<file path="src/include/axi_bridge_settings.svh">
`ifndef AXI_BRIDGE_SETTINGS_SVH
`define AXI_BRIDGE_SETTINGS_SVH

// bus and block geometry
`define ADDR_W        32
`define DATA_W        32
`define BLOCK_BEATS   8
`define BLOCK_W       256
`define AXI_STRB_W    (`DATA_W / 8)

// side-band field widths
`define AXI_ID_W      4
`define AXI_LOCK_W    2
`define AXI_CACHE_W   4
`define AXI_PROT_W    3

// fixed transaction attributes
`define AXI_READ_ID     4'h0
`define AXI_WRITE_ID    4'h1
`define AXI_CACHE_CODE  4'b0011
`define AXI_PROT_CODE   3'b000
`define AXI_LOCK_CODE   2'b00

`endif

</file>
<file path="src/design/axi_pkg.sv">
`include "axi_bridge_settings.svh"

package axi_pkg;

    // burst encodings, WRAP not used by the bridge
    typedef enum logic [1:0] {
        BURST_FIXED = 2'b00,
        BURST_INCR  = 2'b01
    } axi_burst_t;

    // bytes per beat as log2
    typedef enum logic [2:0] {
        SIZE_BYTE = 3'b000,
        SIZE_HALF = 3'b001,
        SIZE_WORD = 3'b010
    } axi_size_t;

    // shared by ar and aw
    typedef struct packed {
        logic [`ADDR_W-1:0] addr;
        logic [7:0]         len;
        axi_size_t          size;
        axi_burst_t         burst;
    } axi_addr_t;

    // one data beat on r or w
    typedef struct packed {
        logic [`DATA_W-1:0] data;
        logic               last;
    } axi_beat_t;

endpackage

</file>
<file path="src/design/cache_req_pkg.sv">
`include "axi_bridge_settings.svh"

package cache_req_pkg;

    // level code driven by the cache
    typedef enum logic [1:0] {
        REQ_IDLE        = 2'b00,
        REQ_LOAD_BLOCK  = 2'b01,
        REQ_LOAD_WORD   = 2'b10,
        REQ_STORE_BLOCK = 2'b11
    } cache_req_code_t;

    // kind of the transaction in flight
    typedef enum logic [1:0] {
        KIND_LOAD_BLOCK  = 2'b00,
        KIND_LOAD_WORD   = 2'b01,
        KIND_STORE_BLOCK = 2'b10
    } cache_kind_t;

    typedef logic [`BLOCK_W-1:0] cache_block_t;

    // captured command, address fields go straight to ar/aw
    typedef struct packed {
        cache_kind_t       kind;
        axi_pkg::axi_addr_t addr;
    } cache_cmd_t;

endpackage

</file>
<file path="src/design/block_beat_buffer.sv">
`timescale 1ns/1ps

`include "axi_bridge_settings.svh"

module block_beat_buffer (
    input  logic                        clk,
    input  logic                        rstn,
    input  logic                        capture,
    input  logic                        beat_step,
    input  logic                        load_done,
    input  cache_req_pkg::cache_block_t wblock,
    input  axi_pkg::axi_beat_t          r,
    output axi_pkg::axi_beat_t          w,
    output cache_req_pkg::cache_block_t rblock,
    output logic [`DATA_W-1:0]          rword
);

    localparam int CNT_W = $clog2(`BLOCK_BEATS);

    cache_req_pkg::cache_block_t shift_q;
    logic [CNT_W-1:0]            beat_cnt;
    logic [CNT_W-1:0]            first_idx;
    logic                        block_full;
    logic [`DATA_W-1:0]          rword_q;

    // write beats leave at the bottom and read beats enter at the top
    always_ff @(posedge clk) begin
        if (capture) begin
            shift_q <= wblock;
        end else if (beat_step) begin
            shift_q <= {r.data, shift_q[`BLOCK_W-1:`DATA_W]};
        end
    end

    always_ff @(posedge clk) begin
        if (!rstn) begin
            beat_cnt   <= '0;
            block_full <= 1'b0;
        end else if (capture) begin
            beat_cnt   <= '0;
            block_full <= 1'b0;
        end else if (beat_step) begin
            beat_cnt <= beat_cnt + CNT_W'(1);
            if (beat_cnt == '1) begin
                block_full <= 1'b1;
            end
        end
    end

    assign w.data = shift_q[`DATA_W-1:0];
    assign w.last = beat_cnt == CNT_W'(`BLOCK_BEATS - 1);

    assign rblock = shift_q;

    // after n beats the first one sits at word (8 - n) mod 8
    assign first_idx = -beat_cnt;

    always_ff @(posedge clk) begin
        if (load_done) begin
            rword_q <= shift_q[first_idx * `DATA_W +: `DATA_W];
        end
    end

    // bypass so rword is ready together with task_finish
    assign rword = load_done ? shift_q[first_idx * `DATA_W +: `DATA_W] : rword_q;

    a_beat_limit: assert property (@(posedge clk) disable iff (!rstn)
        block_full |-> !beat_step);

endmodule

</file>
<file path="src/design/burst_sequencer.sv">
`timescale 1ns/1ps

module burst_sequencer (
    input  logic                           clk,
    input  logic                           rstn,
    input  cache_req_pkg::cache_req_code_t req,
    input  cache_req_pkg::cache_cmd_t      cmd,
    input  logic                           arready,
    input  logic                           awready,
    input  logic                           wready,
    input  logic                           rvalid,
    input  logic                           rlast,
    input  logic                           bvalid,
    output logic                           capture,
    output logic                           beat_step,
    output logic                           load_done,
    output logic                           arvalid,
    output logic                           awvalid,
    output logic                           wvalid,
    output logic                           rready,
    output logic                           bready,
    output logic                           task_finish
);

    typedef enum logic [1:0] {
        ST_IDLE,
        ST_ADDR,
        ST_DATA,
        ST_RESP
    } state_t;

    state_t     state;
    state_t     state_nxt;
    logic [2:0] beat_cnt;
    logic       is_store;
    logic       last_beat;
    logic       ar_fire;
    logic       aw_fire;
    logic       r_fire;
    logic       w_fire;
    logic       b_fire;
    logic       load_end;

    assign is_store  = cmd.kind == cache_req_pkg::KIND_STORE_BLOCK;
    assign last_beat = beat_cnt == cmd.addr.len[2:0];

    // the finish cycle still belongs to the old transaction
    assign capture = (state == ST_IDLE) && !task_finish && (req != cache_req_pkg::REQ_IDLE);

    // channel controls decode from registered state only
    assign arvalid = (state == ST_ADDR) && !is_store;
    assign awvalid = (state == ST_ADDR) && is_store;
    assign rready  = ((state == ST_ADDR) || (state == ST_DATA)) && !is_store;
    assign wvalid  = (state == ST_DATA) && is_store;
    assign bready  = state == ST_RESP;

    assign ar_fire = arvalid && arready;
    assign aw_fire = awvalid && awready;
    assign r_fire  = rvalid && rready;
    assign w_fire  = wvalid && wready;
    assign b_fire  = bvalid && bready;

    assign beat_step = (state == ST_DATA) && (r_fire || w_fire);
    assign load_end  = (state == ST_DATA) && r_fire && last_beat;

    always_comb begin
        state_nxt = state;
        unique case (state)
            ST_IDLE: begin
                if (capture) begin
                    state_nxt = ST_ADDR;
                end
            end
            ST_ADDR: begin
                if (ar_fire || aw_fire) begin
                    state_nxt = ST_DATA;
                end
            end
            ST_DATA: begin
                if (load_end) begin
                    state_nxt = ST_IDLE;
                end else if (w_fire && last_beat) begin
                    state_nxt = ST_RESP;
                end
            end
            ST_RESP: begin
                if (b_fire) begin
                    state_nxt = ST_IDLE;
                end
            end
        endcase
    end

    always_ff @(posedge clk) begin
        if (!rstn) begin
            state       <= ST_IDLE;
            beat_cnt    <= 3'd0;
            task_finish <= 1'b0;
            load_done   <= 1'b0;
        end else begin
            state       <= state_nxt;
            task_finish <= load_end || b_fire;
            load_done   <= load_end;
            if (capture) begin
                beat_cnt <= 3'd0;
            end else if (beat_step) begin
                beat_cnt <= beat_cnt + 3'd1;
            end
        end
    end

    // address valid and payload hold until accepted
    a_ar_hold: assert property (@(posedge clk) disable iff (!rstn)
        arvalid && !arready |=> arvalid && $stable(cmd));
    a_aw_hold: assert property (@(posedge clk) disable iff (!rstn)
        awvalid && !awready |=> awvalid && $stable(cmd));

    // slave's rlast must match the requested length
    a_rlast_count: assert property (@(posedge clk) disable iff (!rstn)
        (state == ST_DATA) && r_fire |-> rlast == last_beat);

endmodule

</file>
<file path="src/design/cache_axi_bridge.sv">
`timescale 1ns/1ps

`include "axi_bridge_settings.svh"

module cache_axi_bridge (
    input  logic                           clk,
    input  logic                           rstn,
    input  cache_req_pkg::cache_req_code_t req,
    input  cache_req_pkg::cache_block_t    wblock,
    input  logic [`ADDR_W-1:0]             ad,
    input  logic [3:0]                     rword_en,
    output logic                           task_finish,
    output cache_req_pkg::cache_block_t    rblock,
    output logic [`DATA_W-1:0]             rword,
    output axi_pkg::axi_addr_t             ar,
    output logic                           arvalid,
    input  logic                           arready,
    output axi_pkg::axi_addr_t             aw,
    output logic                           awvalid,
    input  logic                           awready,
    output logic [`AXI_ID_W-1:0]           arid,
    output logic [`AXI_ID_W-1:0]           awid,
    output logic [`AXI_ID_W-1:0]           wid,
    output logic [`AXI_LOCK_W-1:0]         arlock,
    output logic [`AXI_CACHE_W-1:0]        arcache,
    output logic [`AXI_PROT_W-1:0]         arprot,
    output logic [`AXI_LOCK_W-1:0]         awlock,
    output logic [`AXI_CACHE_W-1:0]        awcache,
    output logic [`AXI_PROT_W-1:0]         awprot,
    input  axi_pkg::axi_beat_t             r,
    input  logic                           rvalid,
    output logic                           rready,
    output axi_pkg::axi_beat_t             w,
    output logic [`AXI_STRB_W-1:0]         wstrb,
    output logic                           wvalid,
    input  logic                           wready,
    input  logic                           bvalid,
    output logic                           bready
);

    cache_req_pkg::cache_cmd_t cmd;
    logic                      capture;
    logic                      beat_step;
    logic                      load_done;

    // one address register feeds both channels, valids pick the one in use
    assign ar = cmd.addr;
    assign aw = cmd.addr;

    assign arid    = `AXI_READ_ID;
    assign awid    = `AXI_WRITE_ID;
    assign wid     = `AXI_WRITE_ID;
    assign arlock  = `AXI_LOCK_CODE;
    assign awlock  = `AXI_LOCK_CODE;
    assign arcache = `AXI_CACHE_CODE;
    assign awcache = `AXI_CACHE_CODE;
    assign arprot  = `AXI_PROT_CODE;
    assign awprot  = `AXI_PROT_CODE;
    // full-word block stores only
    assign wstrb   = '1;

    req_decoder u_req_decoder (
        .clk      (clk),
        .rstn     (rstn),
        .req      (req),
        .ad       (ad),
        .rword_en (rword_en),
        .capture  (capture),
        .cmd      (cmd)
    );

    burst_sequencer u_burst_sequencer (
        .clk         (clk),
        .rstn        (rstn),
        .req         (req),
        .cmd         (cmd),
        .arready     (arready),
        .awready     (awready),
        .wready      (wready),
        .rvalid      (rvalid),
        .rlast       (r.last),
        .bvalid      (bvalid),
        .capture     (capture),
        .beat_step   (beat_step),
        .load_done   (load_done),
        .arvalid     (arvalid),
        .awvalid     (awvalid),
        .wvalid      (wvalid),
        .rready      (rready),
        .bready      (bready),
        .task_finish (task_finish)
    );

    block_beat_buffer u_block_beat_buffer (
        .clk       (clk),
        .rstn      (rstn),
        .capture   (capture),
        .beat_step (beat_step),
        .load_done (load_done),
        .wblock    (wblock),
        .r         (r),
        .w         (w),
        .rblock    (rblock),
        .rword     (rword)
    );

endmodule

</file>
<file path="src/design/req_decoder.sv">
`timescale 1ns/1ps

`include "axi_bridge_settings.svh"

module req_decoder (
    input  logic                           clk,
    input  logic                           rstn,
    input  cache_req_pkg::cache_req_code_t req,
    input  logic [`ADDR_W-1:0]             ad,
    input  logic [3:0]                     rword_en,
    input  logic                           capture,
    output cache_req_pkg::cache_cmd_t      cmd
);

    // byte offset inside one cache block
    localparam int OFFSET_W = $clog2(`BLOCK_W / 8);

    axi_pkg::axi_size_t        word_size;
    cache_req_pkg::cache_cmd_t cmd_nxt;

    // byte enables to beat size
    always_comb begin
        unique case (rword_en)
            4'b1111: word_size = axi_pkg::SIZE_WORD;
            4'b1100,
            4'b0011: word_size = axi_pkg::SIZE_HALF;
            default: word_size = axi_pkg::SIZE_BYTE;
        endcase
    end

    always_comb begin
        // block burst unless a word load
        cmd_nxt.kind       = cache_req_pkg::KIND_LOAD_BLOCK;
        cmd_nxt.addr.addr  = {ad[`ADDR_W-1:OFFSET_W], {OFFSET_W{1'b0}}};
        cmd_nxt.addr.len   = 8'(`BLOCK_BEATS - 1);
        cmd_nxt.addr.size  = axi_pkg::SIZE_WORD;
        cmd_nxt.addr.burst = axi_pkg::BURST_INCR;
        if (req == cache_req_pkg::REQ_STORE_BLOCK) begin
            cmd_nxt.kind = cache_req_pkg::KIND_STORE_BLOCK;
        end else if (req == cache_req_pkg::REQ_LOAD_WORD) begin
            cmd_nxt.kind       = cache_req_pkg::KIND_LOAD_WORD;
            cmd_nxt.addr.addr  = ad;
            cmd_nxt.addr.len   = 8'd0;
            cmd_nxt.addr.size  = word_size;
            cmd_nxt.addr.burst = axi_pkg::BURST_FIXED;
        end
    end

    always_ff @(posedge clk) begin
        if (capture) begin
            cmd <= cmd_nxt;
        end
    end

    // sequencer only captures on a real request
    a_capture_not_idle: assert property (@(posedge clk) disable iff (!rstn)
        capture |-> req != cache_req_pkg::REQ_IDLE);

endmodule

</file>
<file path="config.mk">
export PLATFORM = sky130hd
export DESIGN_NAME = cache_axi_bridge
export DESIGN_NICKNAME = d
export VERILOG_FILES = /design/src/design/axi_pkg.sv /design/src/design/cache_req_pkg.sv /design/src/design/block_beat_buffer.sv /design/src/design/burst_sequencer.sv /design/src/design/cache_axi_bridge.sv /design/src/design/req_decoder.sv
export VERILOG_INCLUDE_DIRS = /design/src /design/src/include
export SDC_FILE = /design/constraint.sdc
export NUM_CORES = 1
export LEC_CHECK = 0
export BUFFER_PORTS_ARGS = -buffer_cell sky130_fd_sc_hd__clkbuf_2
export CORE_AREA = 2 2 305 307
export DETAILED_ROUTE_END_ITERATION = 8
export DIE_AREA = 0 0 307 309
export SLEW_MARGIN = 20
export SYNTH_ARGS = -nofsm -noshare
export SYNTH_HDL_FRONTEND = slang
export SYNTH_SLANG_ARGS = --single-unit
export TNS_END_PERCENT = 50
</file>
<file path="constraint.sdc">
create_clock -name clk -period 12 [get_ports clk]
set_input_delay 1.2 -clock clk [delete_from_list [all_inputs] [get_ports clk]]
set_output_delay 1.2 -clock clk [all_outputs]
set_load 0.01 [all_outputs]
</file>
After elaboration in Yosys (flattened, before gate mapping)
Index checks and enable logic that the tools add are counted.

Flip-flop bits (word level): 345. Output and inout bits: 451. Input port bits: 334. Logic and storage cells: 74.

Equal/unequal tests: 15. Bitwise logic cells: 2. Reduce and logical (&&, ||, !) cells: 28. Multiplexer cells: 12. Add/sub/neg operators: 3. Shift-type cells: 1.

Operators with widths (number): $mux W256 (2); $shiftx A256 B9 Y32 (1); $mux W46 (1); $mux W45 (1); $mux W32 (1); $logic_and A1 B1 Y1 (15); $eq A2 B2 Y1 const B (5); $mux W2 (5); $eq A4 B4 Y1 const B (2); $pmux W2 S4 (1); $add A3 B1 Y3 const B (2); $ne A2 B2 Y1 const B (3); $reduce_or A2 Y1 (3); $eq A4 B2 Y1 const B (1); $logic_or A1 B1 Y1 (4); $pmux W2 S2 (1); $reduce_and A4 Y1 (1); $reduce_bool A2 Y1 (2); $eq A3 B3 Y1 (1); $eq A3 B3 Y1 const B (1); $ne A3 B2 Y1 const B (1); $neg A3 Y3 (1); $eq A2 B1 Y1 const B (1); $logic_not A1 Y1 (2); 2 further kinds (3).

Longest topological paths before layout
Gate-level depths: netlist (run 1).

Depth in word-level cells: 8. Mapped depth: 9. Mapped depth without buffers: 7.

Cells and area by module
From an unflattened synthesis (run 1), not the netlist that was laid out.

Cells, all modules: 1120. Area total of the unflattened synthesis: 16853.7 sq um.

By module, submodules not included: block_beat_buffer (seq. area each 8388.0 sq um, cells an instance 918, instances 1, area each 14462.6 sq um); req_decoder (seq. area each 1111.1 sq um, cells an instance 62, instances 1, area each 1298.7 sq um); cache_axi_bridge (seq. area each 0.0 sq um, cells an instance 81, instances 1, area each 600.6 sq um); burst_sequencer (seq. area each 140.1 sq um, cells an instance 59, instances 1, area each 491.7 sq um).

Worst setup path after synthesis (run 1)
Ideal clock, no wire load.

Path kind: input -> register. Start point: in req[1]. End point: reg u_block_beat_buffer.shift_q[0] (netlist: u_block_beat_buffer.rblock[0]), enable pin. Library setup time: 1961 ps. Arrival: 6226 ps. Stages: 6. Data required time: 10039 ps. Path buffers: 2. Path slack: 3813 ps. Cell sequence: o21bai_1 -> inv_1 -> nand2_1 -> buf_2 -> buf_1 -> nand2_1.

Longest elaborated chain between the ends: 3.

RTL lines: from (decl) (RTL line cache_axi_bridge.sv:8) `input cache_req_pkg::cache_req_code_t req,`; $reduce_bool A2 Y1 (RTL line burst_sequencer.sv:48) `assign capture = (state == ST_IDLE) && !task_finish && (req != cache_req_pkg::REQ_IDLE);`; $logic_and A1 B1 Y1 (RTL line burst_sequencer.sv:48); $reduce_bool A2 Y1 (no source line); to (signal assigned) (RTL line block_beat_buffer.sv:29) `shift_q <= wblock;`; to (signal assigned) (RTL line block_beat_buffer.sv:31) `` shift_q <= {r.data, shift_q[`BLOCK_W-1:`DATA_W]}; ``; to (decl) (RTL line block_beat_buffer.sv:20) `cache_req_pkg::cache_block_t shift_q;`.

Every way passes these cells. A chain may end at the register's enable or synchronous reset.

Worst setup path after layout (run 1)
Start point: reg u_block_beat_buffer.beat_cnt[0]. End point: out rword[3].

Longest elaborated chain between the ends: 3.

RTL lines: from (decl) (RTL line block_beat_buffer.sv:21) `logic [CNT_W-1:0] beat_cnt;`; from (signal assigned) (RTL line block_beat_buffer.sv:43) `beat_cnt <= beat_cnt + CNT_W'(1);`; $neg A3 Y3 (RTL line block_beat_buffer.sv:56) `assign first_idx = -beat_cnt;`; $shiftx A256 B9 Y32 (RTL line block_beat_buffer.sv:65) `` assign rword = load_done ? shift_q[first_idx * `DATA_W +: `DATA_W] : rword_q; ``; $mux W32 (RTL line block_beat_buffer.sv:65); to (decl) (RTL line cache_axi_bridge.sv:14) `` output logic [`DATA_W-1:0] rword, ``.

Every way passes these cells.

==> impl_metrics.ini, run 1 <==
[yosys]
yosysSeqAreaShare_pct = 57.97
syn_inst = 1579
synth_top_cell_by_area = edfxtp_1
syn-cell-area_um2 = 16630
avgSynthCellArea_um2 = 10.53
yosys_warnings = 0
synth_edf_count = 293
synthTopCellsByArea = edfxtp_1 (53%), nand2_1 (18%), mux4_2 (8.7%), buf_4 (7.3%), dfxtp_1 (5.1%)
ys.flop_type = edfxtp_1
ys_ff_latch = 335
synth_top_area_share_pct = 52.92
async_flop_share_pct = 0
synth_cell_type_count = 38

[layout]
nets = 2524
final_common_cell = nand2_1
drive_gt1_share_pct = 40.00
syn_to_final_growth_pct = 32.21
multi_input_area_um2 = 5644
layout_common_cells = nand2_1 (775), clkbuf_2 (735), edfxtp_1 (293)
final.fill_count = 9874
final-seq-area_um2 = 9647

[global_routing]
grt-ovfl-total = 0
grt_usage_pct = 12.00
grtUsageMet2_pct = 19.24
use_met3_pct = 3.008
grt_first_pass_wirelength_mm = 84.39
grtUsageMet1_pct = 15.29
grt_max_degree = 142
grt_pass1_vias = 12896
grt.busiest_layer = met2
antenna_found_initial = 8

[floorplanning]
io_pins = 785
initial_core_util_pct = 18.19
die_w_um = 307
dieHeight_um = 309
row_count = 111
core_um2 = 91390
design.die.area_um2 = 94860

[timing]
finalSetupTns_ps = 0
setup_ws_ps = 7338
hold_violations = 0
setup_viol = 0
timing.final.crit_share_pct = 38.85
fin_crit_ps = 4662
tightestPinTransition_ps = 1205
drv_slew = 0
slew_headroom_pct = 19.69
rsz0062_at_grt = no
max_freq_mhz = 214.5
clock_skew_ps = 12.69

[setup_path]
critPathArrivalTime_ps = 3460
worst_setup_path_start_kind = register
crit_required_ps = 10800
reg2reg_slack_ps = 8370
rr_startpoint = u_burst_sequencer.state[1]
crit_type = register to output pin
crit_fanout = 39
endpoint_kind = output pin
r2r_end = u_block_beat_buffer.rblock[209]
r2r_cells = 7

[place]
place_ws_ps = 7808
io_buffers = 735
place.gp.congestion = 0.8158
hpwl_mm = 45.43

[routing]
drt-total-wl_mm = 60.75
route.vias.total = 13386
drt-initial-drc-count = 1050
dr.pass1.iters = 5
wl_per_cell_um = 17.85
drc = 0
vias_per_cell = 3.934
postRouteAntennaNets = 0

[pwr]
ir_worst_vdd_v = 0.0001336
p_leak_nw = 10.50
p_per_area_nw_per_um2 = 291.9

[cts]
clk_latency_ps = 570
root_buffer = clkbuf_16
cts_sinks = 335
cts_tree = yes
cts_buffers = 42
htree_levels = 2
cts_repair_resize_count = 0
post_cts_buffers = 0
path_clk_slew_ps = 60
clockBufferDepth = 3
cts.hold.buffers_added = 0

[worst_hold_path]
hp-start = u_block_beat_buffer.rword_q[3]
hold_path_depth = 2
worstHoldEndpoint = u_block_beat_buffer.rword_q[3]
hp-class = register to register

[run]
max-cap-violations = 0

[outcome]
status = complete, no violations
[sequential cells by signal, indices dropped and copies added (netlist names)]
signal / cells
u_block_beat_buffer.rword_q: 32
u_block_beat_buffer.rblock: 256
u_block_beat_buffer.beat_cnt: 3
u_req_decoder.cmd: 37
u_burst_sequencer.task_finish: 1
u_burst_sequencer.state: 2
u_burst_sequencer.beat_cnt: 3
u_burst_sequencer.load_done: 1
[metal layers]
layer  routed length, um  up-vias
li1                    -     6294
met5                   0        -
met1               24700     6350
met2               28690      638
met3                5000      104
met4                2356        0
[area by class of cell]
cell class	count	share of cell area, %
repair buffers	750	17.25
diodes	2	0.02277
inverters	7	0.1537
clock inverters	17	0.8025
flip-flops and latches	335	43.88
clock buffers	60	5.470
multi-input cells	1046	25.67
well taps	1186	6.750
[worst max path at each step]
| stage | startpoint | endpoint | slack (ps) | cells past startpoint |
|---|---|---|---|---|
| finish | u_block_beat_buffer.beat_cnt[0] | rword[3] | 7340 | 7 |
| global route | u_block_beat_buffer.beat_cnt[0] | rword[18] | 7130 | 7 |
| CTS | u_block_beat_buffer.beat_cnt[0] | rword[3] | 7210 | 7 |
| detailed placement | req[1] | u_block_beat_buffer.rblock[254] | 7810 | 9 |
| global placement | req[1] | u_block_beat_buffer.rblock[3] | 7800 | 9 |
| floorplan | req[1] | u_block_beat_buffer.rblock[0] | 3810 | 6 |
[logic make-up (layout without fill, tap and decap cells)]
logic type	Yosys count	after routing	synth area share, %
AOI/OAI and AO/OA	45	45	1.513
other	2	50	0.04517
buffers and inverters	244	834	9.399
and+or+nand+nor	841	841	19.42
xor gates and xnor gates	4	4	0.2107
DFF	335	335	57.97
adders and majority gates	8	8	0.6020
muxes	100	100	10.84
[cells in the mapped netlist (2+ instances only)]
| cell type | count |
|---|---|
| ha_1 | 8 |
| o21a_1 | 3 |
| mux4_2 | 64 |
| mux2i_1 | 36 |
| a21oi_1 | 33 |
| inv_1 | 6 |
| nor2b_1 | 3 |
| nor2_1 | 39 |
| dfxtp_1 | 42 |
| buf_4 | 161 |
| and2_1 | 8 |
| buf_2 | 34 |
| nor3_1 | 2 |
| nand3_1 | 2 |
| buf_1 | 10 |
| conb_1 | 2 |
| clkbuf_1 | 32 |
| nand2_1 | 777 |
| o21ai_0 | 3 |
| xor2_1 | 3 |
| and2_2 | 2 |
| edfxtp_1 | 293 |
[stage by stage]
| stage | cells | total power [W] | area (um^2) | hold slack (ps) | util (%) |
|---|---|---|---|---|---|
| CTS | 3401 | 0.006515 | 21980 | 473.9 | 24.05 |
| global route | 3402 | 0.006831 | 21980 | 490.2 | 24.05 |
| global placement | 3324 | 0.005142 | 20600 | 458.2 | 22.54 |
| detailed placement | 3324 | 0.005189 | 20600 | 464.0 | 22.54 |
| finish | 3403 | 0.006416 | 21980 | 474.9 | 24.06 |
| floorplan | 1625 | 0.004146 | 16800 | 453.0 | - |
[critical path: stages (launching register included)]
cell      delay, ps
dfxtp_4         460
inv_1           130
ha_4            610
buf_4           630
mux4_2          400
mux2i_1         330
a21oi_1         140
clkbuf_2        160
[report_power, final]
group / internal (W) / total, W / switching, W
Sequential: 0.00213 / 0.00265 / 0.000515
Combinational: 0.000887 / 0.00248 / 0.00159
Clock: 0.000764 / 0.00129 / 0.000526
Note: power is estimated with default switching activity, not from simulation.
==> inputs of run 2 (changes only) <==
--- a/config.mk
+++ b/config.mk
@@ -6,6 +6,7 @@
 export SDC_FILE = /design/constraint.sdc
 export NUM_CORES = 1
 export LEC_CHECK = 0
+export ABC_AREA = 1
 export BUFFER_PORTS_ARGS = -buffer_cell sky130_fd_sc_hd__clkbuf_2
 export CORE_AREA = 2 2 305 307
 export DETAILED_ROUTE_END_ITERATION = 8
==> constraint.sdc (replaced) <==
create_clock -name clk -period 3.9 [get_ports clk]
set_input_delay 0.39 -clock clk [delete_from_list [all_inputs] [get_ports clk]]
set_output_delay 0.39 -clock clk [all_outputs]
set_load 0.01 [all_outputs]
==> run 2 against run 1 <==
Compared with the run above: via count up 14%; first-iteration DRC count up 39%; highest routed layer is now met5; critical endpoint is now rword[4]; combinational power rose to 3.1 times the previous value; wire length up 8.3%; synthesized cell count up 21%; sequential power rose to 3.0 times the previous value; cell count up 9.9%; die area unchanged; critical path depth up 1.
==> impl_metrics.ini, run 2 <==
[outcome]
status = complete, no violations

[setup_path]
cp-startpoint = u_block_beat_buffer.beat_cnt[0]
endpoint_kind = output pin
r2r_end = u_block_beat_buffer.rblock[175]
rr_startpoint = u_burst_sequencer.state[0]
crit_required_ps = 3510
r2r_cells = 9
critPathArrivalTime_ps = 2740
crit_end = rword[4]
reg2reg_slack_ps = 1120
crit_type = register to output pin
worst_setup_path_start_kind = register
crit_fanout = 32

[floorplanning]
dieHeight_um = 309
die_w_um = 307
core_um2 = 91390
row_count = 111
design.die.area_um2 = 94860
initial_core_util_pct = 18.65
io_pins = 785

[timing]
rsz0062_at_grt = no
slew_headroom_pct = 36.38
timing.final.crit_share_pct = 80.37
finalSetupTns_ps = 0
setup_viol = 0
tightestPinTransition_ps = 954.2
hold_violations = 0
fin_crit_ps = 3135
timing.hold.ws_ps = 66.07
clock_skew_ps = 23.68
max_freq_mhz = 319.0
drv_slew = 0

[run]
max-cap-violations = 0

[place]
io_buffers = 735
hpwl_mm = 47.62
placed_cells = 3631
place.gp.congestion = 0.8596

[pwr]
sw_frac_of_total_pct = 42.15
seqPwrFrac_pct = 39.8
p_leak_nw = 10.55
pwr-share-comb_pct = 39.6
ir_worst_vdd_v = 0.0006109
switching_power_w = 0.008308
intPower_w = 0.01140
clkPwrFrac_pct = 20.6
p_per_area_nw_per_um2 = 866.3

[routing]
route.vias.total = 15222
dr.pass1.iters = 5
drt-initial-drc-count = 1462
drc = 0
postRouteAntennaNets = 0
drt-total-wl_mm = 65.80
wl_per_cell_um = 17.59
vias_per_cell = 4.070

[yosys]
syn-cell-area_um2 = 17040
synthTopCellsByArea = edfxtp_1 (52%), nand2_1 (15%), buf_4 (7.5%), o21ai_0 (5.7%), dfxtp_1 (4.9%)
yosys-top-cells-count = nand2_1 (674), edfxtp_1 (293), o21ai_0 (195), buf_4 (170), inv_1 (155)
syn_inst = 1903
synth_top_area_share_pct = 51.63
yosysSeqAreaShare_pct = 56.56
ys.flop_type = edfxtp_1
synth_edf_count = 293
synth_cell_type_count = 26
synth.most_common_cell = nand2_1
yosys_warnings = 0
async_flop_share_pct = 0
ys_ff_latch = 335
synth_top_cell_by_area = edfxtp_1
avgSynthCellArea_um2 = 8.955

[cts]
post_cts_buffers = 0
root_buffer = clkbuf_16
cts_sinks = 335
htree_levels = 2
path_clk_slew_ps = 60
cts_tree = yes
cts_buffers = 42
clk_latency_ps = 590
clockBufferDepth = 3
cts_repair_resize_count = 0

[layout]
layout_common_cells = clkbuf_2 (735), nand2_1 (672), edfxtp_1 (293)
syn_to_final_growth_pct = 33.49
final-seq-area_um2 = 9644
largest_register_ff_count = 256
final_common_cell = clkbuf_2
multi_input_area_um2 = 5313
final.fill_count = 9927
instances_no_fill = 3740
nets = 2860
drive_gt1_share_pct = 32.80

[worst_hold_path]
hp-class = input pin to register

[global_routing]
grt-ovfl-total = 0
antenna_found_initial = 4
grt_max_degree = 152
grt_first_pass_wirelength_mm = 91.12
grt_pass1_vias = 13949
grt_usage_pct = 12.97
==> run 2: cell types whose count changed after synthesis, moves of 17 or more <==
| cell | previous run | this run |
|---|---|---|
| a21oi_1 | 33 | 71 |
| o21ai_0 | 3 | 195 |
| nor2_1 | 39 | 22 |
| nand3_1 | 2 | 100 |
| mux2i_1 | 36 | 0 |
| o211ai_1 | 1 | 64 |
| buf_2 | 34 | 54 |
| nand2_1 | 777 | 674 |
| inv_1 | 6 | 155 |
| mux4_2 | 64 | 0 |
==> run 2: layout make-up <==
| class | count | area share, % |
|---|---|---|
| multi-input combinational | 1190 | 23.35 |
| inverter | 157 | 2.623 |
| clock inverter | 23 | 1.193 |
| antenna | 2 | 0.02200 |
| clock buffer | 55 | 4.972 |
| sequential | 335 | 42.39 |
| timing repair buffer | 792 | 18.92 |
| tap | 1186 | 6.523 |
==> run 2: how the worst min path moves through the flow <==
stage                               startpoint  cells after the start                              end
6_report                           wblock[173]                      3  u_block_beat_buffer.rblock[173]
5_1_grt                                  ad[5]                      1            u_req_decoder.cmd[18]
4_1_cts                                  ad[5]                      1            u_req_decoder.cmd[18]
3_5_place_dp   u_block_beat_buffer.rword_q[24]                      2  u_block_beat_buffer.rword_q[24]
3_3_place_gp    u_block_beat_buffer.rword_q[8]                      2   u_block_beat_buffer.rword_q[8]
2_1_floorplan  u_block_beat_buffer.beat_cnt[1]                      2  u_block_beat_buffer.beat_cnt[1]
==> run 2: metrics by stage <==
stage | instance area, um^2 | setup WS (ps) | total power (W) | utilization, %
6_report | 22750 | 765.4 | 0.01971 | 24.89
2_1_floorplan | 17220 | 642.4 | 0.01214 | -
5_1_grt | 22740 | 657.7 | 0.02098 | 24.89
4_1_cts | 22740 | 706.1 | 0.01995 | 24.89
3_5_place_dp | 21050 | 1081 | 0.01577 | 23.04
3_3_place_gp | 21050 | 1100 | 0.01568 | 23.04
==> run 2: cells by family (layout without fill, tap and decap cells) <==
kind of cell	after synthesis	after routing	share of synthesized area [%]
adder cells (fa/ha/maj)	8	8	0.5874
XOR/XNOR	1	1	0.05140
AND/OR/NAND/NOR	802	802	18.48
AO/OA/AOI/OAI	331	331	10.68
flip-flops	335	335	56.56
buffers and inverters	424	1027	13.60
other	2	50	0.04407
==> run 2: power by group through the flow <==
stage	combinational (W)	sequential [W]	clock, W
2_1_floorplan	0.00396	0.00817	0
3_3_place_gp	0.00782	0.00786	0
3_5_place_dp	0.00786	0.00792	0
4_1_cts	0.00790	0.00786	0.00419
5_1_grt	0.00863	0.00804	0.00432
6_report	0.00781	0.00784	0.00406
==> run 2: worst max-delay path, cell delays in order, from the launching register on <==
cell      delay, ps
dfxtp_4         360
inv_1           110
ha_4            170
xor2_4          150
buf_4           630
nand3_1         320
nand3_1         160
nand2_1          70
clkbuf_2        140
==> run 2: routing by layer <==
layer | track usage [%] | vias to the layer above | wire length, um
met1 | 16.21 | 7133 | 27240
met2 | 21.97 | 668 | 31920
met3 | 3.446 | 79 | 5087
met5 | 0 | - | 34
li1 | - | 7338 | -
met4 | 3.607 | 4 | 1511
==> run 2: timing repair <==
item,CTS,global route
setup endpoints to repair,0,0
endpoints found under the hold margin,29,0
hold buffers,29,0
